<file path="src/rv32Pkg.sv">
`default_nettype none

package rv32Pkg;

    // Datapath and storage sizes
    localparam int xlen        = 32;
    localparam int regCount    = 32;
    localparam int regAddrBits = 5;
    localparam int memWords    = 64;
    // Word index bits taken from the byte address above the lane bits
    localparam int memAddrBits = $clog2(memWords);

    // Major opcodes of the supported subset
    localparam logic [6:0] opOpImm = 7'b0010011;
    localparam logic [6:0] opOp    = 7'b0110011;
    localparam logic [6:0] opLui   = 7'b0110111;
    localparam logic [6:0] opJal   = 7'b1101111;
    localparam logic [6:0] opLoad  = 7'b0000011;
    localparam logic [6:0] opStore = 7'b0100011;

    typedef enum logic [3:0] {
        aluAdd,
        aluSub,
        aluSll,
        aluSlt,
        aluSltu,
        aluXor,
        aluSrl,
        aluSra,
        aluOr,
        aluAnd
    } aluOpE;

    // Write-back source
    typedef enum logic [1:0] {
        wbAlu,
        wbUpperImm,
        wbPcNext,
        wbMem
    } wbSelE;

    // Same encoding as funct3[1:0] of loads and stores
    typedef enum logic [1:0] {
        sizeByte = 2'b00,
        sizeHalf = 2'b01,
        sizeWord = 2'b10
    } memSizeE;

    typedef struct packed {
        logic                   regWrite;
        logic                   memWrite;
        logic                   memRead;
        logic                   rightFromReg;
        aluOpE                  aluOp;
        wbSelE                  wbSel;
        memSizeE                memSize;
        logic                   loadUnsigned;
        logic [regAddrBits-1:0] rd;
        logic [regAddrBits-1:0] rs1;
        logic [regAddrBits-1:0] rs2;
        logic [xlen-1:0]        imm;
    } ctrlT;

    // Register write reported by the core
    typedef struct packed {
        logic                   writeEnable;
        logic [regAddrBits-1:0] rd;
        logic [xlen-1:0]        data;
    } wbT;

endpackage

`default_nettype wire

</file>
<file path="src/regFile.sv">
`timescale 1ns/1ns
`default_nettype none

module regFile
    import rv32Pkg::*;
(
    input  wire                   clk,
    input  wire                   rstN,
    input  wire [regAddrBits-1:0] rs1,
    input  wire [regAddrBits-1:0] rs2,
    input  wire [regAddrBits-1:0] rd,
    input  wire                   writeEnable,
    input  wire [xlen-1:0]        writeData,
    output logic [xlen-1:0]       rdDataA,
    output logic [xlen-1:0]       rdDataB
);

    logic [xlen-1:0] regs [regCount];

    // Write lands at the edge closing the cycle
    always_ff @(posedge clk or negedge rstN) begin
        if (!rstN) begin
            for (int i = 0; i < regCount; i++) begin
                regs[i] <= '0;
            end
        end else if (writeEnable && (rd != '0)) begin
            regs[rd] <= writeData;
        end
    end

    // x0 hardwired to zero
    assign rdDataA = (rs1 == '0) ? '0 : regs[rs1];
    assign rdDataB = (rs2 == '0) ? '0 : regs[rs2];

endmodule

`default_nettype wire

</file>
<file path="config.mk">
export PLATFORM = sky130hd
export DESIGN_NAME = regFile
export DESIGN_NICKNAME = d
export VERILOG_FILES = /design/src/rv32Pkg.sv /design/src/regFile.sv
export SDC_FILE = /design/constraint.sdc
export NUM_CORES = 2
export LEC_CHECK = 0
export ABC_AREA = 0
export BUFFER_PORTS_ARGS = -buffer_cell sky130_fd_sc_hd__buf_2
export CELL_PAD_IN_SITES_DETAIL_PLACEMENT = 0
export CELL_PAD_IN_SITES_GLOBAL_PLACEMENT = 1
export CORE_MARGIN = 2
export CORE_UTILIZATION = 58
export DETAILED_ROUTE_END_ITERATION = 10
export PLACE_DENSITY_LB_ADDON = 0.1
export SLEW_MARGIN = 25
export SYNTH_ARGS = -nofsm -noshare
export SYNTH_HDL_FRONTEND = slang
export SYNTH_SLANG_ARGS = --single-unit
</file>
<file path="constraint.sdc">
create_clock -name clk -period 3.6 [get_ports clk]
set_input_delay 0.18 -clock clk [delete_from_list [all_inputs] [get_ports clk]]
set_output_delay 0.18 -clock clk [all_outputs]
set_load 0.02 [all_outputs]
</file>
After elaboration in Yosys (flattened, before gate mapping)

Cells that the tools add are included.

Add/sub/neg operators: 0
$mul: 0
Div/mod/pow operators: 0
$lt $le $gt $ge: 4
Equal/unequal tests: 0
Shift-type cells: 0
Mux-type cells: 11
Bitwise operators: 3
Reduce and logical (&&, ||, !) cells: 5

Operators with widths:

| cell               | count |
|---|---|
| $bwmux 1024        | 1 |
| $bmux 32 s5        | 2 |
| $mux 32            | 7 |
| $demux 32 s5       | 1 |
| $ge 6x6->1 const B | 3 |
| $not 5->6          | 3 |
| $logic_not 5->1    | 2 |
| $lt 6x1->1 const B | 1 |
| $reduce_bool 5->1  | 1 |
| $logic_and 1x1->1  | 2 |

Register bits after elaboration: 1024
Latch bits: 0
RAM bits: 0
ROM bits: 0
Bits of input ports: 50
Output and inout bits: 64
Logic and storage cells: 55
Memories: 0

Longest topological paths before layout

Word-level depth: 6
Mapped depth: 7
Mapped depth without buffers: 4

Worst setup path after synthesis

Ideal clock, no wire load.

Kind: input -> output
Start: input rs1[0]
End: output rdDataA[14]
Data arrival time: 1.849 ns
Setup slack: 1.571 ns
Stages on the path: 7
Buffers on the path: 4
Cell sequence: buf_2 > inv_1 > buf_2 > buf_2 > clkbuf_1 > o2111ai_1 > a311oi_1

Cells in the longest elaborated chain, start to end: 5
Elaborated cells between the ends (all ways): 6

RTL lines:

| what                                        | RTL line      | source |
|---|---|---|
| from (decl)                                 | regFile.sv:9  | `input wire [regAddrBits-1:0] rs1,` |
| $not 5->6 (not written as such)             | regFile.sv:32 | `assign rdDataA = (rs1 == '0) ? '0 : regs[rs1];` |
| $bmux 32 s5                                 | regFile.sv:32 |  |
| $mux 32 (not written as such) (2 in series) | regFile.sv:32 |  |
| $mux 32 *                                   | regFile.sv:32 |  |
| to (decl)                                   | regFile.sv:14 | `output logic [xlen-1:0] rdDataA,` |

Every way passes the cells marked *; elsewhere a longest branch is shown, timed or not. The select of a mux whose other input is x is not followed.

Worst setup path in the final report

Start: input rs1[3]
End: output rdDataA[15]

Same word-level chain as after synthesis.

==> results.cfg <==
[timing]
setup_viol = 0
tightestPinTransition_ns = 1.10
finalClockSkew_ns = 0
hold_viol_final = 0
grt_setup_unrepaired = no
final_max_slew_viol_count = 0
finalCriticalPeriod_ns = 3.07
max_slew_margin_pct = 26.4
fmax_mhz = 325
finalCritPeriodShare_pct = 85.4
tns_ns = 0
whs_ns = 0.102

[detailed_routing]
post_drt_wl_per_cell_um = 36.1
antenna_left = 0
drt_drc_violations_left = 0
drtIter0Drc = 3541
drt-total-wl_um = 179000
via_per_inst = 7.27
route.vias.total = 35920
dr.pass1.iters = 7

[final_layout]
final_layout_size_suffix_gt1_share_pct = 54.8
area_delta_synth_final_pct = 11.6
seq_area_um2 = 25600
fin_util_pct = 65.2
nNetsFinal = 3646
largest_reg_flops = 1024
fill_cells = 6637
top_register = regs
multiInputGateArea_um2 = 27000
final_cell_mix = mux2_2 (1046), dfrtp_1 (1024), mux4_2 (448)
top_regs = regs: 1024 flops
final_area_um2 = 60700
final_common_cell = mux2_2

[power]
p_leak_nw = 26.2
power_density_nw_per_um2 = 574
peakVddDrop_mv = 0.387
finalPower_mw = 34.8

[setup_path]
critPathCaptureType = output pin
rr_worst_depth = 1
critPathSlowestCell = a311oi_1
crit_fanout = 17
crit_path_max_incr_delay_ns = 0.65
path_depth = 7
cp-start-kind = input port
cp_num_buf_inv = 3
cp_data_arrival_time_ns = 2.89
crit_family = buffers and inverters
crit_type = input port to output pin
crit_top_cell = buf_2
worstPathRequired_ns = 3.42
cp_cell_sequence = buf_2 > or2_2 > or4_2 > buf_4 > o21ai_0 > a311oi_1 > buf_2

[cts]
clk_latency_ns = 0.70
cts_sinks = 1024
ctsResizeCount = 0
cts_hold_buffers = 1
clk_pin_slew_worst_paths_ns = 0.06
postCtsSetupBuffers = 0
cts_made_buffers = 112
htreeDepth = 3
cts_tree = done
root_buffer = clkbuf_16
clockBufferDepth = 3

[global_routing]
grt_pass1_vias = 37852
grt_pass1_wl_um = 262000
grt_max_degree = 113
grt_usage_pct = 37.9
overflow = 0
grt_antenna_before_repair = 6

[synth]
yosys.area.top_type = dfrtp_1
netlist-cell-type-count = 35
seq_area_frac_synth_pct = 47.1
ys_warn_count = 0
yosys_register_bits = 1024
ys_top_cells_by_area = dfrtp_1 (47%), mux2_2 (22%), mux4_2 (19%), mux2i_1 (2.4%), buf_2 (1.6%)
synth_area_um2 = 54400
synth.avg_cell_area_um2 = 15.0
postSynthCellCount = 3621
synth_top_area_share_pct = 47.1
syn_nets = 3671

[run_status]
status = completed

[job]
maxCapViolations = 0

[placed_design]
dpl.hpwl_um = 110000
portBuffers = 113
place_congestion = 0.876
postPlaceCellArea_um2 = 56700

[floorplan]
core-area_um2 = 93000
die_x_um = 310
fp.dieH_um = 310
num_io_pins = 114
start_util_pct = 58.4
placementRows = 112
die_area_um2 = 96200

[worst_hold_path]
hp-class = input port to flop
min_path_cells = 2
-- synthesized netlist by cell type, drive strengths merged --
| library cell | number |
|---|---|
| and3 | 1 |
| or2 | 2 |
| nor4 | 1 |
| dfrtp | 1024 |
| mux2i | 128 |
| nor2 | 19 |
| nor3b | 2 |
| o2111ai | 18 |
| clkbuf | 225 |
| o21ai | 110 |
| buf | 207 |
| nand2 | 49 |
| mux4 | 448 |
| or3 | 3 |
| nor3 | 3 |
| nand4 | 1 |
| or4 | 2 |
| mux2 | 1056 |
| a211oi | 64 |
| a221oi | 46 |
| nand4b | 3 |
| a22oi | 64 |
| inv | 2 |
| nand2b | 5 |
| a311oi | 64 |
| and2 | 2 |
| nand3 | 1 |
| nor2b | 71 |
-- area by class of cell --
type	count	area share, %
diodes	4	0.0165
clock buffers	158	5.47
clock inverters	46	1.09
inverters	2	0.0165
multi-input cells	2163	44.5
flip-flops and latches	1024	42.2
well taps	1254	2.59
repair buffers	293	4.13
-- stage by stage --
| step | setup slack (ns) | instances |
|---|---|---|
| detailed placement | 0.681 | 4735 |
| global route | 0.540 | 4940 |
| finish | 0.526 | 4944 |
| floorplan | 1.57 | 3621 |
| CTS | 0.639 | 4940 |
| global placement | 0.648 | 4735 |
-- path summary, 6_finish.rpt --
kind	from	slack (ns)	to
setup / recovery	rs1[3]	0.53	rdDataA[15]
hold / removal	writeData[18]	0.10	regs[434]$_DFFE_PN0P_
setup reg to reg	regs[755]$_DFFE_PN0P_	2.78	regs[755]$_DFFE_PN0P_
hold reg to reg	regs[1003]$_DFFE_PN0P_	0.40	regs[1003]$_DFFE_PN0P_
max in group asynchronous	rstN	2.12	regs[69]$_DFFE_PN0P_
min in group asynchronous	rstN	0.12	regs[346]$_DFFE_PN0P_
-- cells by family (layout without fill, tap and decap cells) --
kind of cell	Yosys count	count (layout)	share of synthesized area (%)
buf+inv	434	499	3.63
mux	1632	1632	42.8
compound gates	366	366	4.84
simple gates	165	165	1.61
other cells	0	4	0
flops	1024	1024	47.1
-- layer usage --
| layer | global-route usage [%] | up-vias | share of wire [%] | wire length (um) |
|---|---|---|---|---|
| met5 | 0 | - | 0.018 | 33 |
| li1 | - | 14025 | - | - |
| met2 | 58.8 | 1898 | 47 | 83700 |
| met3 | 8.94 | 507 | 8.4 | 15100 |
| met4 | 18.3 | 6 | 5.4 | 9600 |
| met1 | 50.7 | 19484 | 39 | 70200 |
-- power breakdown --
part	leakage (nW)	internal (mW)	switching (mW)	total, mW
Combinational	11.1	4.05	2.95	7.00
Sequential	13.1	13.7	1.69	15.4
Clock	1.96	7.53	4.89	12.4
Total	26.2	25.3	9.53	34.8
Note: power is estimated with default switching activity, not from simulation.
