$ cat src/rv32Pkg.sv
`default_nettype none

package rv32Pkg;

    // Datapath and storage sizes
    localparam int xlen        = 32;
    localparam int regCount    = 32;
    localparam int regAddrBits = 5;
    localparam int memWords    = 64;
    // Word index bits taken from the byte address above the lane bits
    localparam int memAddrBits = $clog2(memWords);

    // Major opcodes of the supported subset
    localparam logic [6:0] opOpImm = 7'b0010011;
    localparam logic [6:0] opOp    = 7'b0110011;
    localparam logic [6:0] opLui   = 7'b0110111;
    localparam logic [6:0] opJal   = 7'b1101111;
    localparam logic [6:0] opLoad  = 7'b0000011;
    localparam logic [6:0] opStore = 7'b0100011;

    typedef enum logic [3:0] {
        aluAdd,
        aluSub,
        aluSll,
        aluSlt,
        aluSltu,
        aluXor,
        aluSrl,
        aluSra,
        aluOr,
        aluAnd
    } aluOpE;

    // Write-back source
    typedef enum logic [1:0] {
        wbAlu,
        wbUpperImm,
        wbPcNext,
        wbMem
    } wbSelE;

    // Same encoding as funct3[1:0] of loads and stores
    typedef enum logic [1:0] {
        sizeByte = 2'b00,
        sizeHalf = 2'b01,
        sizeWord = 2'b10
    } memSizeE;

    typedef struct packed {
        logic                   regWrite;
        logic                   memWrite;
        logic                   memRead;
        logic                   rightFromReg;
        aluOpE                  aluOp;
        wbSelE                  wbSel;
        memSizeE                memSize;
        logic                   loadUnsigned;
        logic [regAddrBits-1:0] rd;
        logic [regAddrBits-1:0] rs1;
        logic [regAddrBits-1:0] rs2;
        logic [xlen-1:0]        imm;
    } ctrlT;

    // Register write reported by the core
    typedef struct packed {
        logic                   writeEnable;
        logic [regAddrBits-1:0] rd;
        logic [xlen-1:0]        data;
    } wbT;

endpackage

`default_nettype wire

$ cat src/instrDecoder.sv
`timescale 1ns/1ns
`default_nettype none

module instrDecoder
    import rv32Pkg::*;
(
    input  wire [31:0] instruction,
    output ctrlT       ctrl
);

    logic [6:0]      opcode;
    logic [2:0]      funct3;
    logic            altBit;
    logic [xlen-1:0] immI;
    logic [xlen-1:0] immS;

    assign opcode = instruction[6:0];
    assign funct3 = instruction[14:12];
    // funct7 bit 30 picks SUB and the arithmetic shifts
    assign altBit = instruction[30];

    assign immI = {{20{instruction[31]}}, instruction[31:20]};
    assign immS = {{20{instruction[31]}}, instruction[31:25], instruction[11:7]};

    // SUB only exists in the register form
    function automatic aluOpE aluFromFunct(
        input logic [2:0] f3,
        input logic       alt,
        input logic       isReg
    );
        aluOpE op;
        case (f3)
            3'b000:  op = (isReg && alt) ? aluSub : aluAdd;
            3'b001:  op = aluSll;
            3'b010:  op = aluSlt;
            3'b011:  op = aluSltu;
            3'b100:  op = aluXor;
            3'b101:  op = alt ? aluSra : aluSrl;
            3'b110:  op = aluOr;
            default: op = aluAnd;
        endcase
        return op;
    endfunction

    always_comb begin
        ctrl              = '0;
        ctrl.rd           = instruction[11:7];
        ctrl.rs1          = instruction[19:15];
        ctrl.rs2          = instruction[24:20];
        ctrl.aluOp        = aluAdd;
        ctrl.wbSel        = wbAlu;
        ctrl.memSize      = memSizeE'(funct3[1:0]);
        ctrl.loadUnsigned = funct3[2];

        case (opcode)
            opOpImm: begin
                ctrl.regWrite = 1'b1;
                ctrl.aluOp    = aluFromFunct(funct3, altBit, 1'b0);
                ctrl.imm      = immI;
            end
            opOp: begin
                ctrl.regWrite     = 1'b1;
                ctrl.rightFromReg = 1'b1;
                ctrl.aluOp        = aluFromFunct(funct3, altBit, 1'b1);
            end
            opLui: begin
                ctrl.regWrite = 1'b1;
                ctrl.wbSel    = wbUpperImm;
            end
            opJal: begin
                // Link value only, the jump itself happens outside
                ctrl.regWrite = 1'b1;
                ctrl.wbSel    = wbPcNext;
            end
            opLoad: begin
                ctrl.regWrite = 1'b1;
                ctrl.memRead  = 1'b1;
                ctrl.wbSel    = wbMem;
                ctrl.imm      = immI;
            end
            opStore: begin
                ctrl.memWrite = 1'b1;
                ctrl.imm      = immS;
            end
            default: begin
                // Anything else falls through as a no-op
                ctrl.regWrite = 1'b0;
            end
        endcase
    end

endmodule

`default_nettype wire

$ cat config.mk
export PLATFORM = sky130hd
export DESIGN_NAME = instrDecoder
export DESIGN_NICKNAME = d
export VERILOG_FILES = /design/src/rv32Pkg.sv /design/src/instrDecoder.sv
export SDC_FILE = /design/constraint.sdc
export NUM_CORES = 1
export LEC_CHECK = 0
export ABC_AREA = 1
export BUFFER_PORTS_ARGS = -buffer_cell sky130_fd_sc_hd__buf_4
export CAP_MARGIN = 25
export CORE_MARGIN = 3
export CORE_UTILIZATION = 30
export DETAILED_ROUTE_END_ITERATION = 12
export PLACE_DENSITY = 0.79
export SKIP_LAST_GASP = 1
export SYNTH_ARGS = -nofsm -noshare
export SYNTH_HDL_FRONTEND = slang
export SYNTH_SLANG_ARGS = --single-unit
$ cat constraint.sdc
create_clock -name vclk -period 2.4
set_input_delay 0.72 -clock vclk [all_inputs]
set_output_delay 0.72 -clock vclk [all_outputs]
set_load 0.02 [all_outputs]
# Yosys cells after proc, flatten, opt, wreduce, memory -nomap -nowiden
# Cells that the tools add are included.
[classes]
n_addsub = 0
n_mul = 0
n_div = 0
order_cmp = 0
eq_ne = 12
shifts = 0
mux = 11
bitwise_logic = 0
reduce_logical = 3
[op_table]
columns = ["cell", "n"]
rows = [
  ["32-bit case mux with 2 select lines", 1],
  ["4-bit case mux with 7 select lines", 2],
  ["7-bit by 6-bit == test with 1-bit output (second input constant)", 3],
  ["3-bit == test (second input constant)", 3],
  ["4-bit case mux with 2 select lines", 1],
  ["7-bit by 2-bit == test with 1-bit output (second input constant)", 1],
  ["7-bit by 5-bit == test with 1-bit output (second input constant)", 1],
  ["7-bit == test (second input constant)", 1],
  ["3-bit by 2-bit == test with 1-bit output (second input constant)", 2],
  ["1-bit two-way mux", 6],
  ["2-bit case mux with 3 select lines", 1],
  ["5-bit OR reduction", 1],
  ["3-bit by 1-bit == test with 1-bit output (second input constant)", 1],
  ["3-bit zero test", 1],
  ["2-bit OR reduction", 1],
]
[totals]
ff_bits = 0
latch_bits = 0
ramBits = 0
mem_bits_ro = 0
inputBits = 32
output_inout_bits = 60
word_cells = 26
memories = 0

# Longest topological paths before layout
[depth]
depth_word = 3
depth_mapped = 7

# Least setup slack after synthesis
# No wires, ideal clock.
[synth_timing]
path_kind = "input to output"
from = "in instruction[3]"
to = "out ctrl[12] (netlist bit)"
arrival_ps = 1959
slack_ps = -279
path_stages = 7
cell_sequence = "inv_1 > nand2_2 > nor2_1 > buf_4 > nand3_1 > nand2_1 > buf_4"
[synth_lines]
columns = ["element", "line_no", "rtl"]
rows = [
  ["start, declared", "instrDecoder.sv:7", "input wire [31:0] instruction,"],
  ["end, declared", "instrDecoder.sv:8", "output ctrlT ctrl"],
]

==> flow_summary.json <==
{
  "vias": 976,
  "synth_top_area_share_pct": 40.6,
  "maxSlewHeadroom_pct": 83.9,
  "swShare_pct": 53.1,
  "syn_area_per_cell_um2": 5.48,
  "mostFrequentLayoutCells": "buf_4 (76), nand3_1 (26), nand2_1 (25), buf_6 (15), nor2_1 (12)",
  "gp_routability_congestion": 0.774,
  "fmax_mhz": 424,
  "synth_cells": 135,
  "cts-hold-fix-buffers": 0,
  "power.density_nw_per_um2": 117,
  "worst_slew_pin_slew_ps": 239,
  "cp.arrival_ps": 1640,
  "drv_cap": 0,
  "synth.mux.area_fraction_pct": 0,
  "ios": 92,
  "grt_pass1_wl_um": 3750,
  "rows": 17,
  "finalMaxSlewViolations": 0,
  "clkbuf_count": 0,
  "p_clk_share_pct": 0,
  "setup_violations": 0,
  "fin_cells": 215,
  "p_leak_nw": 0.750,
  "drc": 0,
  "synth_top_family_by_area": "simple AND/OR/NAND/NOR gates",
  "core_um2": 2280,
  "fin_crit_ps": 2360,
  "p_switching_mw": 0.0812,
  "synthAdderAreaFrac_pct": 0,
  "finalSetupTns_ps": 0,
  "period_share_pct": 98.2,
  "grt_pass1_vias": 822,
  "grt-ovfl-total": 0,
  "drtIter0Drc": 34,
  "p_int_mw": 0.0717,
  "num-fill-cells": 227,
  "register_area_um2": 0,
  "vias_per_cell": 4.54,
  "synth-xor-area-share_pct": 0,
  "antenna_cells_inserted": 0,
  "finalHoldViolations": 0,
  "ant_nets": 0,
  "status": "finished clean",
  "wl_um": 2560,
  "yosysTopAreaCell": "buf_4",
  "criticalPathCategory": "input pin to primary output",
  "antenna_found_initial": 0,
  "dieWidth_um": 55.6,
  "comb_power_share_pct": 100.0,
  "ys_seq_area_share_pct": 0,
  "worst_setup_path_start_kind": "input pin",
  "ys_warn_count": 0,
  "finalPower_mw": 0.153,
  "io_buffers": 82,
  "synth-simple-area-share_pct": 49.6,
  "first_pass_iters": 6,
  "grt_max_degree": 12,
  "final_common_cell": "buf_4",
  "avgRoutedWirePerCell_um": 11.9,
  "post_route_cells_drive_above_1_share_pct": 58.8,
  "holdWs_ps": 1440,
  "die_h_um": 55.6,
  "crit_required_ps": 1680,
  "synth_compound_area_share_pct": 2.03,
  "grt.total_usage_pct": 13.7,
  "dp_cells": 211,
  "hpwlAfterDp_um": 1890,
  "ir_worst_vdd_mv": 0.0882,
  "worstSetupEndpointType": "primary output",
  "pwr-share-seq_pct": 0,
  "crit_fanout": 5,
  "fin_util_pct": 57.3,
  "synth_nets": 167,
  "synth.distinct_cells": 17,
  "die_area_um2": 3100,
  "design.seq.count": 0,
  "area_delta_synth_final_pct": 76.5,
  "synthesis.area_um2": 739,
  "nNetsFinal": 221,
  "cts_setup_buffers": 0,
  "hold_path_class": "input pin to primary output",
  "synth.area.top_cells": "buf_4 (41%), nand3_1 (19%), nand2_1 (14%)",
  "start_util_pct": 32.5
}
## stage by stage
step / setup WS, ps / area [um^2]
final: 43.6 / 1310
after global routing: -9.88 / 1310
after CTS: 2.01 / 1170
after detailed placement: -12.4 / 1140
after global placement: 15.5 / 1140
after floorplan: 17.2 / 747
## cell usage after synthesis (2+ instances only)
master,n
nand4_1,2
inv_1,9
inv_2,2
buf_4,40
nand2_2,2
nand3_1,28
nand2_1,27
nor2_1,16
## area by class of cell
type | count | area [um^2] | area share [%]
well taps | 28 | 35.0 | 2.68
inverters | 11 | 46.3 | 3.55
repair buffers | 91 | 739 | 56.7
multi-input cells | 85 | 484 | 37.1
## cell families after synthesis
kind of cell,count (synthesis)
AO/OA/AOI/OAI,3
AND/OR/NAND/NOR,79
buffers and inverters,53
## worst max-delay path, stage by stage
cell and delay (ps):
buf_6 100, inv_4 50, nand2_4 60, nor2_4 100, buf_6 120, nand3_4 160, nand2_4 170, buf_6 140
## metal layers
metal  part of all wire [%]  GRT usage (%)  vias to the layer above
li1                       -              -                      500
met5                      0              0                        -
met4                      0              0                        0
met2                     52           23.8                       54
met1                     38           18.1                      422
met3                     10           3.25                        0
## path summary, 6_finish.rpt
path	slack (ps)	startpoint	end	cells after the start
setup / recovery	40	instruction[3]	ctrl[12]	8
hold / removal	1440	instruction[15]	ctrl[37]	0
## power by group through the flow
| stage | registers, mW | clock network [mW] | logic, mW |
|---|---|---|---|
| 5_1_grt | 0 | 0 | 0.165 |
| 3_3_place_gp | 0 | 0 | 0.137 |
| 6_report | 0 | 0 | 0.153 |
| 3_5_place_dp | 0 | 0 | 0.139 |
| 2_1_floorplan | 0 | 0 | 0.0878 |
| 4_1_cts | 0 | 0 | 0.140 |
## repair_timing
action | in CTS | in global routing
cloned | 3 | 1
pin swaps | 2 | 6
gates resized for setup | 3 | 34
endpoints found under the setup margin | 21 | 36
No activity file was read; power rests on OpenSTA's default activity.
