[src/rv32Pkg.sv]
`default_nettype none

package rv32Pkg;

    // Datapath and storage sizes
    localparam int xlen        = 32;
    localparam int regCount    = 32;
    localparam int regAddrBits = 5;
    localparam int memWords    = 64;
    // Word index bits taken from the byte address above the lane bits
    localparam int memAddrBits = $clog2(memWords);

    // Major opcodes of the supported subset
    localparam logic [6:0] opOpImm = 7'b0010011;
    localparam logic [6:0] opOp    = 7'b0110011;
    localparam logic [6:0] opLui   = 7'b0110111;
    localparam logic [6:0] opJal   = 7'b1101111;
    localparam logic [6:0] opLoad  = 7'b0000011;
    localparam logic [6:0] opStore = 7'b0100011;

    typedef enum logic [3:0] {
        aluAdd,
        aluSub,
        aluSll,
        aluSlt,
        aluSltu,
        aluXor,
        aluSrl,
        aluSra,
        aluOr,
        aluAnd
    } aluOpE;

    // Write-back source
    typedef enum logic [1:0] {
        wbAlu,
        wbUpperImm,
        wbPcNext,
        wbMem
    } wbSelE;

    // Same encoding as funct3[1:0] of loads and stores
    typedef enum logic [1:0] {
        sizeByte = 2'b00,
        sizeHalf = 2'b01,
        sizeWord = 2'b10
    } memSizeE;

    typedef struct packed {
        logic                   regWrite;
        logic                   memWrite;
        logic                   memRead;
        logic                   rightFromReg;
        aluOpE                  aluOp;
        wbSelE                  wbSel;
        memSizeE                memSize;
        logic                   loadUnsigned;
        logic [regAddrBits-1:0] rd;
        logic [regAddrBits-1:0] rs1;
        logic [regAddrBits-1:0] rs2;
        logic [xlen-1:0]        imm;
    } ctrlT;

    // Register write reported by the core
    typedef struct packed {
        logic                   writeEnable;
        logic [regAddrBits-1:0] rd;
        logic [xlen-1:0]        data;
    } wbT;

endpackage

`default_nettype wire

[src/dataMemory.sv]
`timescale 1ns/1ns
`default_nettype none

module dataMemory
    import rv32Pkg::*;
(
    input  wire                   clk,
    input  wire                   rstN,
    input  wire [xlen-1:0]        address,
    input  wire                   writeEnable,
    input  wire memSizeE          size,
    input  wire                   loadUnsigned,
    input  wire [xlen-1:0]        writeData,
    output logic [xlen-1:0]       readData
);

    logic [xlen-1:0]        mem [memWords];
    logic [memAddrBits-1:0] wordIdx;
    logic [xlen-1:0]        curWord;
    logic [xlen-1:0]        mergedWord;
    logic [7:0]             byteLane;
    logic [15:0]            halfLane;

    // Low two bits only select lanes
    assign wordIdx = address[memAddrBits+1:2];
    assign curWord = mem[wordIdx];

    // Store merge, untouched lanes keep their old contents
    always_comb begin
        mergedWord = curWord;
        case (size)
            sizeByte: mergedWord[{address[1:0], 3'b000} +: 8] = writeData[7:0];
            sizeHalf: mergedWord[{address[1], 4'b0000} +: 16] = writeData[15:0];
            default:  mergedWord = writeData;
        endcase
    end

    always_ff @(posedge clk or negedge rstN) begin
        if (!rstN) begin
            for (int i = 0; i < memWords; i++) begin
                mem[i] <= '0;
            end
        end else if (writeEnable) begin
            mem[wordIdx] <= mergedWord;
        end
    end

    assign byteLane = curWord[{address[1:0], 3'b000} +: 8];
    assign halfLane = curWord[{address[1], 4'b0000} +: 16];

    // Load extract with sign or zero fill
    always_comb begin
        case (size)
            sizeByte: readData = {{24{byteLane[7] & ~loadUnsigned}}, byteLane};
            sizeHalf: readData = {{16{halfLane[15] & ~loadUnsigned}}, halfLane};
            default:  readData = curWord;
        endcase
    end

endmodule

`default_nettype wire

[config.mk]
export PLATFORM = sky130hd
export DESIGN_NAME = dataMemory
export DESIGN_NICKNAME = d
export VERILOG_FILES = /design/src/rv32Pkg.sv /design/src/dataMemory.sv
export SDC_FILE = /design/constraint.sdc
export NUM_CORES = 2
export LEC_CHECK = 0
export BUFFER_PORTS_ARGS = -buffer_cell sky130_fd_sc_hd__buf_2
export CORE_UTILIZATION = 40
export DETAILED_ROUTE_END_ITERATION = 6
export HOLD_SLACK_MARGIN = 0.02
export PLACE_DENSITY = 0.64
export SYNTH_ARGS = -nofsm -noshare
export SYNTH_HDL_FRONTEND = slang
export SYNTH_SLANG_ARGS = --single-unit
[constraint.sdc]
create_clock -name clk -period 16.3 [get_ports clk]
set_clock_uncertainty 0.2 [all_clocks]
set_input_delay 4.075 -clock clk [delete_from_list [all_inputs] [get_ports clk]]
set_output_delay 4.075 -clock clk [all_outputs]
set_load 0.05 [all_outputs]
# After elaboration in Yosys (flattened, before gate mapping)
# Index checks and enable logic that the tools add are counted.
# totals
ff_bits,2048
in_bits,70
out_inout_bits,32
wordCells,91
# op_classes
add_sub_neg,2
magnitude_cmp,2
eq_ne,1
shifts,6
muxes,10
bitwise,4
reduce_logical,2
# ops
cell,n
$bwmux W2048,1
$bmux W32 S6,1
$demux W32 S6,1
$pmux W32 S2,2
$mux W32,3
$bwmux W32,2
$shift A16 B7 Y32 const A,1
$shift A8 B7 Y32 const A,1
$shiftx A16 B7 Y32,1
$shiftx A32 B6 Y16,1
$shiftx A32 B6 Y8,1
$shiftx A8 B7 Y32,1
$neg A5 Y7,2
$ge A7 B7 Y1 const B,1
$lt A7 B1 Y1 const B,1
$not A6 Y7,1
$and A1 B1 Y1,2
$eq A2 B1 Y1 const B,1
$logic_not A2 Y1,1
$logic_and A1 B1 Y1,1
$not A1 Y1,1

# Longest topological paths before layout
# logic_depth
word_depth,7
depth_mapped,17
ltp_nobuf,8

# Worst setup path after synthesis
# Ideal clock, no wire load.
# synth_path
path_kind,input -> output
startpoint,in address[2]
endpoint,out readData[3]
arrival_ns,7.190
path_slack_ns,4.835
path_stages,13
cell_sequence,buf_6 -> buf_6 -> and3b_1 -> buf_2 -> buf_6 -> clkbuf_1 -> clkbuf_1 -> a22oi_1 -> a41oi_1 -> a211oi_2 -> a21oi_1 -> a21oi_1 -> o21ai_0
# synth_between
elab_chain_cells,6
# synth_lines
element,line_no,rtl
"start, declared",dataMemory.sv:9,"input wire [xlen-1:0] address,"
$not A6 Y7 (implied by the code) *,dataMemory.sv:26,assign curWord = mem[wordIdx];
$bmux W32 S6 *,dataMemory.sv:26,
$mux W32 (implied by the code) * (2 in a row),dataMemory.sv:26,
$shiftx A32 B6 Y16 or $shiftx A32 B6 Y8 (tied branches),"dataMemory.sv:49, dataMemory.sv:48",
$pmux W32 S2 *,dataMemory.sv:53,case (size)
"end, declared",dataMemory.sv:14,output logic [xlen-1:0] readData
# Mark *: on every way between the ends. The rest lies on a longest branch, timed or not. The select of a mux whose other input is x is not followed.

# Worst setup path in the final report
# layout_path
startpoint,in address[3]
endpoint,out readData[12]
# layout_between
elab_chain_cells,7
# layout_lines
element,line_no,rtl
$not A6 Y7 (implied by the code) *,dataMemory.sv:26,
$bmux W32 S6 *,dataMemory.sv:26,
$mux W32 (implied by the code) * (2 in a row),dataMemory.sv:26,
$shiftx A32 B6 Y8,dataMemory.sv:48,"assign byteLane = curWord[{address[1:0], 3'b000} +: 8];"
$and A1 B1 Y1,dataMemory.sv:54,"sizeByte: readData = {{24{byteLane[7] & ~loadUnsigned}}, byteLane};"
$pmux W32 S2 *,dataMemory.sv:53,
# Marked as above.

==> impl_metrics.json <==
{
  "vias_per_cell": 6.045,
  "worstMarginPinSlew_ps": 1450,
  "wl_mm": 343.1,
  "synth-edff-count": 0,
  "largest_reg_flops": 2048,
  "ys.flop_type": "dfrtp_1",
  "synth_area_leader_cell": "dfrtp_1",
  "drv_slew": 0,
  "cts_hold_buf": 0,
  "setup_viol": 0,
  "gp_congestion": 1.019,
  "dieHeight_um": 475.7,
  "placed_cell_area_um2": 92560,
  "area.growth.synth_to_final_pct": 11.11,
  "cp.required_ps": 12020,
  "critPathMaxFanout": 58,
  "synthesis.area_um2": 89740,
  "seq_area_frac_synth": 0.5711,
  "num_io_pins": 102,
  "violations": "DRC",
  "cts-buffers-inserted": 208,
  "holdWs_ps": 273.6,
  "grt_use_total": 0.3030,
  "drive_above_1_share": 0.1254,
  "setup_ws_ps": 2216,
  "hp-class": "flop to flop",
  "antenna_found_initial": 28,
  "dp_slack_ps": 2673,
  "most-common-layout-cells": "dfrtp_1, nand2_1, o21ai_0",
  "finish.instance_area_um2": 99720,
  "drt_iter0_markers": 8216,
  "total_power_mw": 13.14,
  "coreArea_um2": 222500,
  "hold_viol_final": 0,
  "netlist.area_leader.share": 0.5711,
  "power_leakage_nw": 43.47,
  "rsz0062_at_grt": "false",
  "syn-num-nets": 9105,
  "dp_cells": 11440,
  "grt_pass1_wl_mm": 494.3,
  "finish.utilization": 0.4481,
  "portBuffers": 77,
  "insertion_delay_ps": 890,
  "hpwl_mm": 207.8,
  "start_util": 0.4033,
  "min_period_over_period": 0.8640,
  "ys_ff_latch": 2048,
  "rows": 173,
  "synthCells": 9030,
  "cp-end-kind": "output port",
  "tritoncts": "done",
  "maxSlewHeadroom": 0.02572,
  "setup_tns_ps": 0,
  "root_buffer": "clkbuf_16",
  "ant_nets": 0,
  "regMostFlops": "mem",
  "fin_crit_ps": 14080,
  "syn_area_per_cell_um2": 9.938,
  "post_cts_buffers": 0,
  "ir_drop_mv": 0.08780,
  "wl_per_cell_um": 28.98,
  "nNetsFinal": 8745,
  "final_common_cell": "dfrtp_1",
  "clk_path_buf_depth": 3,
  "grt_pass1_vias": 68790,
  "h-tree-depth": 4,
  "stdcell_count": 11840,
  "cts_sinks": 2048,
  "yosys-top-cells-area": "dfrtp_1, o21ai_0, nand2_1",
  "overflow": 0,
  "clkTransAtPathRegs_ps": 50,
  "synthArstFlopShare": 1.000,
  "cp.arrival_ps": 9810,
  "drtPass1Iterations": 7,
  "cts_resized": 0,
  "die_x_um": 475.7,
  "vias": 71570,
  "yosys_warnings": 0,
  "drcViolationCount": 12,
  "startpoint_type": "input pin",
  "die_area_um2": 226300,
  "grt_max_degree": 178,
  "fmax_ghz": 0.07100,
  "power.density_nw_per_um2": 131.8,
  "largestRegisters": "mem (2048)",
  "drv_cap": 0,
  "status": "complete, but fails checks",
  "synth_cell_types": 86,
  "worstSetupPathType": "input pin to output port"
}
## critical path, stage by stage
cell	delay, ps
buf_8	420
buf_12	460
nor2b_4	460
buf_4	570
and2_1	210
o21ai_0	80
a211o_1	410
and4_1	270
mux2_2	280
nor3_1	1100
o32a_1	750
buf_2	390
## cells by family after synthesis
kind of cell,share of synthesized area
AOI/OAI and AO/OA,0.2044
adders and majority gates,0.0006971
buffers and inverters,0.04489
DFF,0.5711
muxes,0.06597
and+or+nand+nor,0.1129
## path summary, 6_finish.rpt
kind,startpoint,slack [ps],cells past startpoint,endpoint
max,address[3],2220,12,readData[12]
min,mem[781]$_DFFE_PN0P_,270,2,mem[781]$_DFFE_PN0P_
max reg2reg,mem[1646]$_DFFE_PN0P_,11350,8,mem[1102]$_DFFE_PN0P_
min reg2reg,mem[781]$_DFFE_PN0P_,270,2,mem[781]$_DFFE_PN0P_
max in group asynchronous,rstN,9320,4,mem[1005]$_DFFE_PN0P_
min in group asynchronous,rstN,3020,1,mem[1881]$_DFFE_PN0P_
## Yosys cell counts, drive strengths merged, types with 12 or more instances
cell type and number:
a21o 17, a21oi 1024, a221o 63, a221oi 150
a222oi 47, a22o 37, a22oi 309, a2bb2oi 12
a31oi 30, a41oi 19, and2 13, buf 246
clkbuf 652, dfrtp 2048, mux2 144, mux2i 170
mux4 115, nand2 1311, nand2b 17, nand3 40
nand4 29, nor2 1090, nor3 14, o211ai 12
o21ai 1199, o221ai 15, o22ai 52, o2bb2ai 19
## per-layer routing
metal / vias to the layer above / global-route usage / part of all wire
met3: 883 / 0.07509 / 0.097
met5: - / 0 / 0.00039
li1: 31010 / - / -
met1: 36180 / 0.3896 / 0.39
met2: 3475 / 0.4670 / 0.45
met4: 20 / 0.1705 / 0.063
## layout make-up
type | count | area [um2]
well taps | 2975 | 3722
fillers | 20860 | 122800
multi-input cells | 6076 | 35040
diodes | 18 | 45.04
repair buffers | 328 | 2502
clock buffers | 323 | 6270
clock inverters | 63 | 847.1
inverters | 8 | 37.54
flip-flops and latches | 2048 | 51250
## power by group
| part | internal (mW) | switching (mW) |
|---|---|---|
| logic | 0.690 | 1.26 |
| clock network | 2.85 | 2.10 |
| registers | 5.84 | 0.393 |
| total | 9.39 | 3.76 |
No activity file was read; power rests on OpenSTA's default activity.
