--- src/rv32Pkg.sv ---
`default_nettype none

package rv32Pkg;

    // Datapath and storage sizes
    localparam int xlen        = 32;
    localparam int regCount    = 32;
    localparam int regAddrBits = 5;
    localparam int memWords    = 64;
    // Word index bits taken from the byte address above the lane bits
    localparam int memAddrBits = $clog2(memWords);

    // Major opcodes of the supported subset
    localparam logic [6:0] opOpImm = 7'b0010011;
    localparam logic [6:0] opOp    = 7'b0110011;
    localparam logic [6:0] opLui   = 7'b0110111;
    localparam logic [6:0] opJal   = 7'b1101111;
    localparam logic [6:0] opLoad  = 7'b0000011;
    localparam logic [6:0] opStore = 7'b0100011;

    typedef enum logic [3:0] {
        aluAdd,
        aluSub,
        aluSll,
        aluSlt,
        aluSltu,
        aluXor,
        aluSrl,
        aluSra,
        aluOr,
        aluAnd
    } aluOpE;

    // Write-back source
    typedef enum logic [1:0] {
        wbAlu,
        wbUpperImm,
        wbPcNext,
        wbMem
    } wbSelE;

    // Same encoding as funct3[1:0] of loads and stores
    typedef enum logic [1:0] {
        sizeByte = 2'b00,
        sizeHalf = 2'b01,
        sizeWord = 2'b10
    } memSizeE;

    typedef struct packed {
        logic                   regWrite;
        logic                   memWrite;
        logic                   memRead;
        logic                   rightFromReg;
        aluOpE                  aluOp;
        wbSelE                  wbSel;
        memSizeE                memSize;
        logic                   loadUnsigned;
        logic [regAddrBits-1:0] rd;
        logic [regAddrBits-1:0] rs1;
        logic [regAddrBits-1:0] rs2;
        logic [xlen-1:0]        imm;
    } ctrlT;

    // Register write reported by the core
    typedef struct packed {
        logic                   writeEnable;
        logic [regAddrBits-1:0] rd;
        logic [xlen-1:0]        data;
    } wbT;

endpackage

`default_nettype wire

--- src/aluUnit.sv ---
`timescale 1ns/1ns
`default_nettype none

module aluUnit
    import rv32Pkg::*;
(
    input  wire aluOpE      op,
    input  wire [xlen-1:0]  left,
    input  wire [xlen-1:0]  right,
    output logic [xlen-1:0] result
);

    logic [4:0] shamt;

    // Only the low five bits count for shifts
    assign shamt = right[4:0];

    always_comb begin
        case (op)
            aluAdd:  result = left + right;
            aluSub:  result = left - right;
            aluSll:  result = left << shamt;
            aluSlt:  result = {{(xlen-1){1'b0}}, $signed(left) < $signed(right)};
            aluSltu: result = {{(xlen-1){1'b0}}, left < right};
            aluXor:  result = left ^ right;
            aluSrl:  result = left >> shamt;
            aluSra:  result = $unsigned($signed(left) >>> shamt);
            aluOr:   result = left | right;
            aluAnd:  result = left & right;
            default: result = '0;
        endcase
    end

endmodule

`default_nettype wire

--- config.mk ---
export PLATFORM = sky130hd
export DESIGN_NAME = aluUnit
export DESIGN_NICKNAME = d
export VERILOG_FILES = /design/src/rv32Pkg.sv /design/src/aluUnit.sv
export SDC_FILE = /design/constraint.sdc
export NUM_CORES = 1
export LEC_CHECK = 0
export BUFFER_PORTS_ARGS = -buffer_cell sky130_fd_sc_hd__buf_2
export CORE_MARGIN = 5
export CORE_UTILIZATION = 35
export DETAILED_ROUTE_END_ITERATION = 10
export PLACE_DENSITY = 0.58
export SLEW_MARGIN = 20
export SYNTH_ARGS = -nofsm -noshare
export SYNTH_HDL_FRONTEND = slang
export SYNTH_SLANG_ARGS = --single-unit
--- constraint.sdc ---
create_clock -name vclk -period 10.8
set_input_delay 0.54 -clock vclk [all_inputs]
set_output_delay 0.54 -clock vclk [all_outputs]
set_load 0.02 [all_outputs]
Word-level counts from Yosys, hierarchy flattened
Cells that the tools add are included.
- register bits after elaboration: 0
- latch bits: 0
- bits in writable memories: 0
- bits in read-only memories: 0
- input port bits: 68
- output and inout port bits: 32
- logic and storage cells: 21
- memories kept: 0
- add/subtract/negate cells: 2
- multiply operators: 0
- div/mod/pow operators: 0
- magnitude comparators: 2
- equality and inequality tests: 9
- shift operators: 3
- muxes and demuxes: 1
- bitwise gates (word level): 3
- reduce and logical (&&, ||, !) cells: 1
- operators with widths (kind ; count):
    $pmux W32 S10 ; 1
    $lt A32 B32 Y1 ; 2
    $add A32 B32 Y32 ; 1
    $and A32 B32 Y32 ; 1
    $or A32 B32 Y32 ; 1
    $shl A32 B5 Y32 ; 1
    $shr A32 B5 Y32 ; 1
    $sshr A32 B5 Y32 ; 1
    $sub A32 B32 Y32 ; 1
    $xor A32 B32 Y32 ; 1
    $eq A4 B3 Y1 const B ; 4
    $eq A4 B2 Y1 const B ; 2
    $eq A4 B4 Y1 const B ; 2
    $eq A4 B1 Y1 const B ; 1
    $logic_not A4 Y1 ; 1

Depth between registers and ports, before layout
Gate-level depths: netlist (run 1).
- depth after elaboration: 2
- gate-level depth with buffers: 17
- mapped depth without buffers: 13

Worst setup path before layout (run 1)
No wires, ideal clock.
- path type: input port to output port
- start: in right[2]
- end: out result[31]
- data arrival time: 4278 ps
- required time: 10260 ps
- path slack: 5982 ps
- cell stages on the path: 17
- buffers on the path: 5
- path through: inv_1 -> buf_2 -> buf_2 -> buf_1 -> buf_2 -> ha_1 -> buf_4 -> o211a_1 -> a211oi_1 -> o31a_1 -> a21o_1 -> a21oi_1 -> a221o_1 -> a41oi_1 -> o41ai_2 -> xnor2_1 -> o211ai_1
- cells in the longest elaborated chain, start to end: 2
- elaborated cells on any way between the ends: 6
- those cells by class: 2 x add/sub; 3 x shift; 1 x mux
- ends and longest elaborated chain (what ; RTL line ; text):
    from (decl) ; aluUnit.sv:9 ; input wire [xlen-1:0] right,
    $sub A32 B32 Y32, or another cell as far along ; aluUnit.sv:21 ; aluSub: result = left - right;
    $pmux W32 S10 * ; aluUnit.sv:19 ; case (op)
    to (decl) ; aluUnit.sv:10 ; output logic [xlen-1:0] result
Every way passes the cells marked *; elsewhere a longest branch is shown, timed or not.

Worst setup path after layout (run 1)
- start: in right[3]
- end: out result[27]
Same word-level chain as after synthesis.

==> results of run 1 <==
[metal layers]
| layer | global-route usage [%] | share of wire (%) | routed length, um | up-vias |
|---|---|---|---|---|
| met5 | 0 | 0 | 0 | - |
| met4 | 6.88 | 3.1 | 1240 | 0 |
| met3 | 3.43 | 9.7 | 3870 | 72 |
| met2 | 44.0 | 43 | 17000 | 608 |
| met1 | 42.5 | 44 | 17500 | 4902 |
| li1 | - | - | - | 4731 |
[power by group]
| group | switching [uW] | internal [uW] |
|---|---|---|
| clock network | 0 | 0 |
| logic | 333 | 164 |
| registers | 0 | 0 |
| total | 333 | 164 |
[stage by stage]
| step | cell area [um2] | utilization, % | hold slack (ns) | cells | total power, uW |
|---|---|---|---|---|---|
| 2_1_floorplan | 8060 | - | 1.46 | 1287 | 326 |
| 4_1_cts | 8630 | 38.1 | 1.64 | 1588 | 481 |
| 3_5_place_dp | 8630 | 38.1 | 1.64 | 1588 | 479 |
| 6_report | 8630 | 38.1 | 1.64 | 1588 | 496 |
| 3_3_place_gp | 8630 | 38.1 | 1.64 | 1588 | 483 |
| 5_1_grt | 8630 | 38.1 | 1.66 | 1588 | 532 |
[cells by family after synthesis]
kind of cell	Yosys count
muxes	70
buffers and inverters	190
and+or+nand+nor	415
AOI/OAI and AO/OA	492
adders and majority gates	101
xor gates and xnor gates	19
[final timing paths]
kind / end / cells past startpoint / slack (ns)
worst min-delay path: result[31] / 5 / 1.64
worst max-delay path: result[27] / 15 / 5.11
[final cells by class]
cell class	count	area (um2)
multi-input combinational	1097	7310
inverter	90	338
tap	285	357
fill	2501	14000
timing repair buffer	116	623
[layout by cell type (no fill, tap or decap), types with 4 or more instances in the layout]
cell                        instances
sky130_fd_sc_hd__nor2_1           183
sky130_fd_sc_hd__o21ai_0          133
sky130_fd_sc_hd__a21oi_1          129
sky130_fd_sc_hd__nand2_1          104
sky130_fd_sc_hd__ha_1              99
sky130_fd_sc_hd__buf_2             99
sky130_fd_sc_hd__inv_1             88
sky130_fd_sc_hd__mux2i_1           54
sky130_fd_sc_hd__nor3_1            27
sky130_fd_sc_hd__o211ai_1          27
sky130_fd_sc_hd__nand3_1           25
sky130_fd_sc_hd__a21o_1            24
sky130_fd_sc_hd__a31oi_1           22
sky130_fd_sc_hd__a211oi_1          22
sky130_fd_sc_hd__a221oi_1          19
sky130_fd_sc_hd__buf_4             17
sky130_fd_sc_hd__xnor2_1           16
sky130_fd_sc_hd__nand2b_1          14
sky130_fd_sc_hd__a211o_1           13
sky130_fd_sc_hd__o221ai_1          13
sky130_fd_sc_hd__nor2b_1           12
sky130_fd_sc_hd__mux2_2            11
sky130_fd_sc_hd__o22ai_1           10
sky130_fd_sc_hd__nor4_1            10
sky130_fd_sc_hd__o21bai_1           9
sky130_fd_sc_hd__a221o_1            8
sky130_fd_sc_hd__o2111ai_1          6
sky130_fd_sc_hd__nor3b_1            6
sky130_fd_sc_hd__o31ai_1            5
sky130_fd_sc_hd__and2_1             5
sky130_fd_sc_hd__mux4_2             5
sky130_fd_sc_hd__or2_2              4
sky130_fd_sc_hd__o311ai_0           4
sky130_fd_sc_hd__o21a_1             4
sky130_fd_sc_hd__o31a_1             4
sky130_fd_sc_hd__or3_1              4
sky130_fd_sc_hd__and3_1             4
==> impl_metrics.xml, run 1 <==
<?xml version="1.0" encoding="UTF-8"?>
<metrics>
  <group name="sta">
    <metric name="report.final.setup_viol" unit="">0</metric>
    <metric name="timing.fmax" unit="MHz">176</metric>
    <metric name="setup_repair_after_global_routing_missed_its_margin" unit="">no</metric>
    <metric name="post-route-period-util" unit="%">52.7</metric>
    <metric name="max_slew_violation_count" unit="">0</metric>
    <metric name="setup_ws" unit="ns">5.11</metric>
    <metric name="timing_hold_violations_final" unit="">0</metric>
    <metric name="final.setup.tns" unit="ns">0</metric>
    <metric name="maxSlewHeadroom" unit="%">26.3</metric>
    <metric name="layout_min_cycle_time" unit="ns">5.69</metric>
    <metric name="worstMarginPinSlew" unit="ns">1.09</metric>
  </group>
  <group name="grt">
    <metric name="gr-usage-all-layers" unit="%">28.6</metric>
    <metric name="grt_max_degree" unit="">73</metric>
    <metric name="antenna_found_initial" unit="">2</metric>
    <metric name="first_global_vias" unit="">9427</metric>
    <metric name="grt_first_pass_wirelength" unit="mm">59.3</metric>
    <metric name="gr-total-overflow" unit="">0</metric>
  </group>
  <group name="logic_synthesis">
    <metric name="synth.area.mux_share" unit="%">9.64</metric>
    <metric name="post_synth_and_or_nand_nor_area_fraction" unit="%">23.0</metric>
    <metric name="synth.most_common_cell" unit="">sky130_fd_sc_hd__nor2_1</metric>
    <metric name="dominant_combinational_cell_family_by_area_after_synthesis" unit="">compound AO/OA/AOI/OAI gates</metric>
    <metric name="syn_avg_cell_area" unit="um2">6.27</metric>
    <metric name="synth_adder_area_share" unit="%">15.9</metric>
    <metric name="seq_area_frac_synth" unit="%">0</metric>
    <metric name="synth_top_cells_by_count" unit="">184 x sky130_fd_sc_hd__nor2_1, 133 x sky130_fd_sc_hd__o21ai_0, 129 x sky130_fd_sc_hd__a21oi_1, 104 x sky130_fd_sc_hd__nand2_1, 99 x sky130_fd_sc_hd__ha_1</metric>
    <metric name="synth_cells" unit="">1287</metric>
    <metric name="synthesis.yosys.warnings" unit="">0</metric>
    <metric name="synth.lib_cells_used.distinct" unit="">78</metric>
    <metric name="synth.area.top_cells" unit="">sky130_fd_sc_hd__ha_1 15%, sky130_fd_sc_hd__nor2_1 8.6%, sky130_fd_sc_hd__o21ai_0 8.3%</metric>
    <metric name="synth_compound_gate_area_share" unit="%">40.0</metric>
    <metric name="synth_xor_area_share" unit="%">2.06</metric>
    <metric name="syn-num-nets" unit="">1456</metric>
    <metric name="netlist.area_leader.share" unit="%">15.4</metric>
    <metric name="synth_largest_area_cell" unit="">sky130_fd_sc_hd__ha_1</metric>
    <metric name="synth_area" unit="mm2">0.00806</metric>
  </group>
  <group name="route">
    <metric name="drt_pre_antenna_iters" unit="">6</metric>
    <metric name="detail_route.vias_per_cell" unit="">6.49</metric>
    <metric name="dr_vias" unit="">10300</metric>
    <metric name="routed_wl" unit="mm">39.7</metric>
    <metric name="antenna_left" unit="">0</metric>
    <metric name="drt_iter0_drc" unit="">1295</metric>
    <metric name="route.detailed.drc" unit="">0</metric>
    <metric name="post_drt_wl_per_cell" unit="um">25.0</metric>
  </group>
  <group name="critical_path">
    <metric name="critPathKind" unit="">in2out</metric>
    <metric name="cp_cell_sequence" unit="">buf_2 -&gt; buf_4 -&gt; clkinv_1 -&gt; ha_1 -&gt; nor3_2 -&gt; o21ai_1 -&gt; a311oi_2 -&gt; nor3_2 -&gt; o41ai_2 -&gt; a31oi_1 -&gt; o221a_1 -&gt; o221ai_2 -&gt; xnor2_1 -&gt; a221o_1 -&gt; buf_2</metric>
    <metric name="timing.critical_path.to_type" unit="">primary output</metric>
    <metric name="timing.critical_path.from_type" unit="">input pin</metric>
    <metric name="worst_path_largest_cell_delay" unit="ns">0.75</metric>
    <metric name="timing.critical_path.arrival" unit="ns">5.15</metric>
    <metric name="worstSetupStartpoint" unit="">right[3]</metric>
    <metric name="critPathSlowestCell" unit="">sky130_fd_sc_hd__clkinv_1</metric>
    <metric name="critical_path_required" unit="ns">10.26</metric>
    <metric name="timing.critical_path.fanout_max" unit="">72</metric>
    <metric name="cp_num_buf_inv" unit="">4</metric>
    <metric name="crit_family" unit="">compound AO/OA/AOI/OAI gates</metric>
  </group>
  <group name="clock_tree">
    <metric name="cts_setup_buffers" unit="">0</metric>
    <metric name="ctsResizeCount" unit="">0</metric>
    <metric name="cts_hold_buffers" unit="">0</metric>
  </group>
  <group name="die">
    <metric name="die_w" unit="um">162</metric>
    <metric name="floorplan.initialDensity" unit="%">35.6</metric>
    <metric name="core_area" unit="mm2">0.0226</metric>
    <metric name="floorplan.die_area" unit="mm2">0.0262</metric>
    <metric name="pin_count" unit="">100</metric>
    <metric name="die_h" unit="um">162</metric>
    <metric name="fp-row-count" unit="">55</metric>
  </group>
  <group name="power_and_ir_drop">
    <metric name="power_density" unit="mW/mm2">57.5</metric>
    <metric name="p_leak" unit="uW">0.00392</metric>
    <metric name="ir_drop" unit="uV">22.5</metric>
  </group>
  <group name="cells_and_area">
    <metric name="clockBufferCount" unit="">0</metric>
    <metric name="antenna_cells" unit="">0</metric>
    <metric name="layout.area.seq" unit="um2">0</metric>
    <metric name="fraction_of_layout_instances_using_a_drive_strength_above_1" unit="%">11.8</metric>
    <metric name="layout.sequential_cells" unit="">0</metric>
    <metric name="finalNetCount" unit="">1474</metric>
    <metric name="syn_to_final_growth" unit="%">7.01</metric>
  </group>
  <group name="place">
    <metric name="pre_cts_ws" unit="ns">5.24</metric>
    <metric name="place_congestion" unit="">1.04</metric>
    <metric name="numPortBuffers" unit="">100</metric>
    <metric name="detailed_place_hpwl" unit="mm">31.6</metric>
  </group>
  <group name="run">
    <metric name="max_cap_viols" unit="">0</metric>
  </group>
  <group name="min_path">
    <metric name="holdCritPathClass" unit="">in2out</metric>
    <metric name="hold_wc_startpoint" unit="">right[31]</metric>
  </group>
  <group name="outcome">
    <metric name="run_status" unit="">complete, no violations</metric>
  </group>
</metrics>
No activity file was read; power rests on OpenSTA's default activity.
==> inputs of run 2 (changes only) <==
Settings changed: PLACE_DENSITY 0.58 to 0.6.
Clock period 10.8 ns to 5.17 ns, I/O delays scaled along.
==> impl_metrics.xml, run 2 (same netlist as run 1, synthesis figures left out) <==
<?xml version="1.0" encoding="UTF-8"?>
<metrics>
  <group name="outcome">
    <metric name="run_status" unit="">complete, no violations</metric>
  </group>
  <group name="min_path">
    <metric name="hold_wc_startpoint" unit="">right[30]</metric>
    <metric name="holdPathStages" unit="">5</metric>
    <metric name="holdCritPathClass" unit="">in2out</metric>
    <metric name="min_delay_worst_endpoint" unit="">result[30]</metric>
  </group>
  <group name="route">
    <metric name="detail_route.vias_per_cell" unit="">6.55</metric>
    <metric name="antenna_left" unit="">0</metric>
    <metric name="drt_iter0_drc" unit="">1459</metric>
    <metric name="routed_wl" unit="mm">39.9</metric>
    <metric name="drt_pre_antenna_iters" unit="">7</metric>
    <metric name="post_drt_wl_per_cell" unit="um">25.0</metric>
    <metric name="dr_vias" unit="">10400</metric>
    <metric name="route.detailed.drc" unit="">0</metric>
  </group>
  <group name="clock_tree">
    <metric name="cts_setup_buffers" unit="">0</metric>
    <metric name="ctsResizeCount" unit="">0</metric>
    <metric name="cts_hold_buffers" unit="">0</metric>
  </group>
  <group name="sta">
    <metric name="timing_hold_violations_final" unit="">0</metric>
    <metric name="maxSlewHeadroom" unit="%">22.5</metric>
    <metric name="setup_repair_after_global_routing_missed_its_margin" unit="">no</metric>
    <metric name="post-route-period-util" unit="%">77.6</metric>
    <metric name="report.final.setup_viol" unit="">0</metric>
    <metric name="layout_min_cycle_time" unit="ns">4.01</metric>
    <metric name="final.setup.tns" unit="ns">0</metric>
    <metric name="hold-worst-slack" unit="ns">1.10</metric>
    <metric name="max_slew_violation_count" unit="">0</metric>
    <metric name="timing.fmax" unit="MHz">249</metric>
    <metric name="worstMarginPinSlew" unit="ns">1.15</metric>
  </group>
  <group name="cells_and_area">
    <metric name="layout.sequential_cells" unit="">0</metric>
    <metric name="final_cell_mix" unit="">183 x sky130_fd_sc_hd__nor2_1, 133 x sky130_fd_sc_hd__o21ai_0, 129 x sky130_fd_sc_hd__a21oi_1</metric>
    <metric name="fraction_of_layout_instances_using_a_drive_strength_above_1" unit="%">12.3</metric>
    <metric name="finalNetCount" unit="">1480</metric>
    <metric name="final-instance-count-excl-fill" unit="">1594</metric>
    <metric name="antenna_cells" unit="">0</metric>
    <metric name="clockBufferCount" unit="">0</metric>
    <metric name="final_cell_area" unit="mm2">0.00868</metric>
    <metric name="syn_to_final_growth" unit="%">7.63</metric>
    <metric name="layout.area.seq" unit="um2">0</metric>
    <metric name="most_common_cell_after_layout_fill_and_taps_aside" unit="">sky130_fd_sc_hd__nor2_1</metric>
  </group>
  <group name="power_and_ir_drop">
    <metric name="ir_drop" unit="uV">49.4</metric>
    <metric name="power_density" unit="mW/mm2">121</metric>
    <metric name="p_leak" unit="uW">0.00395</metric>
  </group>
  <group name="die">
    <metric name="pin_count" unit="">100</metric>
    <metric name="core_area" unit="mm2">0.0226</metric>
    <metric name="floorplan.initialDensity" unit="%">35.6</metric>
    <metric name="die_h" unit="um">162</metric>
    <metric name="die_w" unit="um">162</metric>
    <metric name="fp-row-count" unit="">55</metric>
    <metric name="floorplan.die_area" unit="mm2">0.0262</metric>
  </group>
  <group name="place">
    <metric name="numPortBuffers" unit="">100</metric>
    <metric name="detailed_place_hpwl" unit="mm">31.9</metric>
    <metric name="place_congestion" unit="">1.04</metric>
    <metric name="placement.cell_area" unit="mm2">0.00868</metric>
    <metric name="placed_cells_incl_taps" unit="">1594</metric>
  </group>
  <group name="critical_path">
    <metric name="critical_path_required" unit="ns">4.91</metric>
    <metric name="critPathSlowestCell" unit="">sky130_fd_sc_hd__fa_1</metric>
    <metric name="timing.critical_path.fanout_max" unit="">4</metric>
    <metric name="worst_path_largest_cell_delay" unit="ns">0.45</metric>
    <metric name="cp_cell_sequence" unit="">buf_2 -&gt; inv_1 -&gt; ha_1 -&gt; fa_1 -&gt; o21bai_2 -&gt; a2111oi_4 -&gt; o41ai_4 -&gt; o41ai_2 -&gt; nor4_1 -&gt; nor3b_1 -&gt; o41a_1 -&gt; a311oi_2 -&gt; nor3_1 -&gt; a211o_1 -&gt; buf_2</metric>
    <metric name="timing.critical_path.from_type" unit="">input pin</metric>
    <metric name="timing.critical_path.arrival" unit="ns">3.76</metric>
    <metric name="most_frequent_cell_on_critical_path" unit="">sky130_fd_sc_hd__buf_2</metric>
    <metric name="critPathKind" unit="">in2out</metric>
    <metric name="timing.critical_path.to_type" unit="">primary output</metric>
  </group>
  <group name="grt">
    <metric name="grt_max_degree" unit="">72</metric>
    <metric name="gr-total-overflow" unit="">0</metric>
    <metric name="grt_first_pass_wirelength" unit="mm">58.5</metric>
    <metric name="gr-usage-all-layers" unit="%">28.4</metric>
    <metric name="antenna_found_initial" unit="">1</metric>
    <metric name="first_global_vias" unit="">9501</metric>
  </group>
  <group name="run">
    <metric name="max_cap_viols" unit="">0</metric>
  </group>
</metrics>
[run 2: cell count changes in the layout (fill, tap and decap cells not counted), sizes merged]
cell  before  now
buf      116  122
[run 2: area by class of cell]
class                      count  area, um2
fill                        2498      14000
multi-input combinational   1097       7320
inverter                      90        338
timing repair buffer         122        668
tap                          285        357
[run 2: stage by stage]
step	util (%)	setup slack (ns)	power, uW
finish	38.3	1.16	1050
global route	38.3	0.937	1110
CTS	38.3	1.16	1010
detailed placement	38.3	1.17	1010
global placement	38.3	1.19	1010
floorplan	-	0.915	681
[run 2: where the power goes]
part | leakage, uW | switching [uW] | total (uW) | internal, uW
registers | 0 | 0 | 0 | 0
logic | 0.00395 | 700 | 1050 | 346
clock network | 0 | 0 | 0 | 0
[run 2: critical path: cells and delay by family]
family | cells | cell delay [ns]
and+or+nand+nor | 3 | 0.58
buffers and inverters | 3 | 0.39
adders and majority gates | 2 | 0.69
AOI/OAI and AO/OA | 7 | 1.83
[run 2: how the worst max path moves through the flow]
stage	from	end	slack [ns]	cells past startpoint
2_1_floorplan	right[2]	result[31]	0.91	17
3_3_place_gp	left[0]	result[26]	1.19	15
3_5_place_dp	left[0]	result[26]	1.17	15
4_1_cts	left[0]	result[26]	1.16	15
5_1_grt	right[1]	result[31]	0.94	14
6_report	left[0]	result[26]	1.16	15
[run 2: routing by layer]
| layer | GRT usage, % | up-vias | share of wire, % |
|---|---|---|---|
| met2 | 44.1 | 679 | 43 |
| met4 | 5.65 | 2 | 3.0 |
| met1 | 41.5 | 4952 | 42 |
| met3 | 4.31 | 81 | 12 |
| met5 | 0 | - | 0.033 |
| li1 | - | 4733 | - |
==> inputs of run 3 (changes only) <==
Settings changed: PLACE_DENSITY 0.6 to 0.58.
Clock period 5.17 ns to 3.85 ns, I/O delays scaled along.
==> impl_metrics.xml, run 3 (same netlist as run 1, synthesis figures left out) <==
<?xml version="1.0" encoding="UTF-8"?>
<metrics>
  <group name="outcome">
    <metric name="run_status" unit="">complete, no violations</metric>
  </group>
  <group name="die">
    <metric name="die_w" unit="um">162</metric>
    <metric name="pin_count" unit="">100</metric>
    <metric name="core_area" unit="mm2">0.0226</metric>
    <metric name="die_h" unit="um">162</metric>
    <metric name="fp-row-count" unit="">55</metric>
    <metric name="floorplan.initialDensity" unit="%">35.6</metric>
    <metric name="floorplan.die_area" unit="mm2">0.0262</metric>
  </group>
  <group name="route">
    <metric name="detail_route.vias_per_cell" unit="">6.35</metric>
    <metric name="route.detailed.drc" unit="">0</metric>
    <metric name="post_drt_wl_per_cell" unit="um">23.9</metric>
    <metric name="antenna_left" unit="">0</metric>
    <metric name="drt_pre_antenna_iters" unit="">6</metric>
    <metric name="dr_vias" unit="">10200</metric>
    <metric name="drt_iter0_drc" unit="">1606</metric>
    <metric name="routed_wl" unit="mm">38.6</metric>
  </group>
  <group name="grt">
    <metric name="antenna_found_initial" unit="">3</metric>
    <metric name="gr-total-overflow" unit="">0</metric>
    <metric name="first_global_vias" unit="">9426</metric>
    <metric name="gr-usage-all-layers" unit="%">27.6</metric>
    <metric name="grt_max_degree" unit="">94</metric>
    <metric name="grt_first_pass_wirelength" unit="mm">56.8</metric>
  </group>
  <group name="sta">
    <metric name="layout_min_cycle_time" unit="ns">3.75</metric>
    <metric name="max_slew_violation_count" unit="">0</metric>
    <metric name="setup_repair_after_global_routing_missed_its_margin" unit="">no</metric>
    <metric name="report.final.setup_viol" unit="">0</metric>
    <metric name="timing_hold_violations_final" unit="">0</metric>
    <metric name="timing.fmax" unit="MHz">267</metric>
    <metric name="maxSlewHeadroom" unit="%">41.3</metric>
    <metric name="post-route-period-util" unit="%">97.3</metric>
    <metric name="worstMarginPinSlew" unit="ns">0.870</metric>
    <metric name="final.setup.tns" unit="ns">0</metric>
  </group>
  <group name="clock_tree">
    <metric name="cts_hold_buffers" unit="">0</metric>
  </group>
  <group name="place">
    <metric name="place_congestion" unit="">1.01</metric>
    <metric name="numPortBuffers" unit="">100</metric>
    <metric name="detailed_place_hpwl" unit="mm">30.5</metric>
    <metric name="placed_cells_incl_taps" unit="">1613</metric>
  </group>
  <group name="cells_and_area">
    <metric name="antenna_cells" unit="">0</metric>
    <metric name="multiInputGateArea" unit="mm2">0.00735</metric>
    <metric name="syn_to_final_growth" unit="%">10.1</metric>
    <metric name="layout.filler_cells" unit="">2509</metric>
    <metric name="finalNetCount" unit="">1499</metric>
    <metric name="fraction_of_layout_instances_using_a_drive_strength_above_1" unit="%">13.9</metric>
    <metric name="final-instance-count-excl-fill" unit="">1613</metric>
    <metric name="layout.sequential_cells" unit="">0</metric>
    <metric name="final_cell_mix" unit="">183 x sky130_fd_sc_hd__nor2_1, 133 x sky130_fd_sc_hd__o21ai_0, 128 x sky130_fd_sc_hd__a21oi_1</metric>
    <metric name="clockBufferCount" unit="">0</metric>
    <metric name="most_common_cell_after_layout_fill_and_taps_aside" unit="">sky130_fd_sc_hd__nor2_1</metric>
    <metric name="layout.area.seq" unit="um2">0</metric>
  </group>
  <group name="critical_path">
    <metric name="timing.critical_path.fanout_max" unit="">6</metric>
    <metric name="timing.critical_path.to_type" unit="">primary output</metric>
    <metric name="worstSetupStartpoint" unit="">left[1]</metric>
    <metric name="timing.critical_path.arrival" unit="ns">3.55</metric>
    <metric name="critical_path_required" unit="ns">3.66</metric>
    <metric name="timing.critical_path.from_type" unit="">input pin</metric>
    <metric name="critPathKind" unit="">in2out</metric>
  </group>
  <group name="min_path">
    <metric name="holdCritPathClass" unit="">in2out</metric>
    <metric name="hold_wc_startpoint" unit="">right[31]</metric>
    <metric name="holdPathStages" unit="">5</metric>
  </group>
  <group name="power_and_ir_drop">
    <metric name="p_leak" unit="uW">0.00405</metric>
    <metric name="power_density" unit="mW/mm2">158</metric>
    <metric name="ir_drop" unit="uV">72.4</metric>
  </group>
  <group name="run">
    <metric name="max_cap_viols" unit="">0</metric>
  </group>
</metrics>
[run 3: cell count changes in the layout (fill, tap and decap cells not counted), sizes merged]
| cell | before | now |
|---|---|---|
| buf | 122 | 141 |
[run 3: critical path, stage by stage]
cell and delay (ns):
sky130_fd_sc_hd__buf_2 0.13, sky130_fd_sc_hd__inv_1 0.21, sky130_fd_sc_hd__ha_1 0.32, sky130_fd_sc_hd__a211o_1 0.34, sky130_fd_sc_hd__a211oi_1 0.39, sky130_fd_sc_hd__o31a_1 0.27, sky130_fd_sc_hd__a21o_1 0.22, sky130_fd_sc_hd__a21oi_1 0.16
sky130_fd_sc_hd__a221o_1 0.40, sky130_fd_sc_hd__a41oi_1 0.25, sky130_fd_sc_hd__o41ai_2 0.11, sky130_fd_sc_hd__xnor2_1 0.14, sky130_fd_sc_hd__o211ai_1 0.21, sky130_fd_sc_hd__buf_2 0.20
[run 3: repair_timing]
item | in CTS | in global routing
gates resized for setup | 0 | 7
setup endpoints to repair | 0 | 4
setup buffers | 0 | 0
[run 3: cell type report]
type,instances,share of cell area [%]
multi-input combinational,1097,82.8
timing repair buffer,141,9.42
tap,285,4.02
inverter,90,3.81
[run 3: path summary, 6_finish.rpt]
check,endpoint,slack [ns]
setup / recovery,result[31],0.10
hold / removal,result[31],0.99
[run 3: routing by layer]
layer  vias up  GRT usage (%)  wire (um)
li1       4780              -          -
met1      4759           37.8      16000
met2       592           40.9      16200
met3       105           8.04       4510
met4         6           10.4       1810
met5         -              0         40
[run 3: metrics by stage]
stage                     setup WS [ns]  utilization (%)  hold slack, ns  instance area [um2]  power (uW)
after detailed placement          0.104             39.1           0.983                 8840        1350
after CTS                        0.0862             39.1           0.989                 8840        1360
after floorplan                  0.0414                -           0.764                 8070         916
after global placement            0.139             39.1           0.977                 8840        1350
final                             0.104             39.2           0.987                 8880        1400
after global routing           0.000722             39.2            1.01                 8880        1500
[run 3: power breakdown]
part           internal, uW  switching, uW
clock                     0              0
combinational           484            915
sequential                0              0
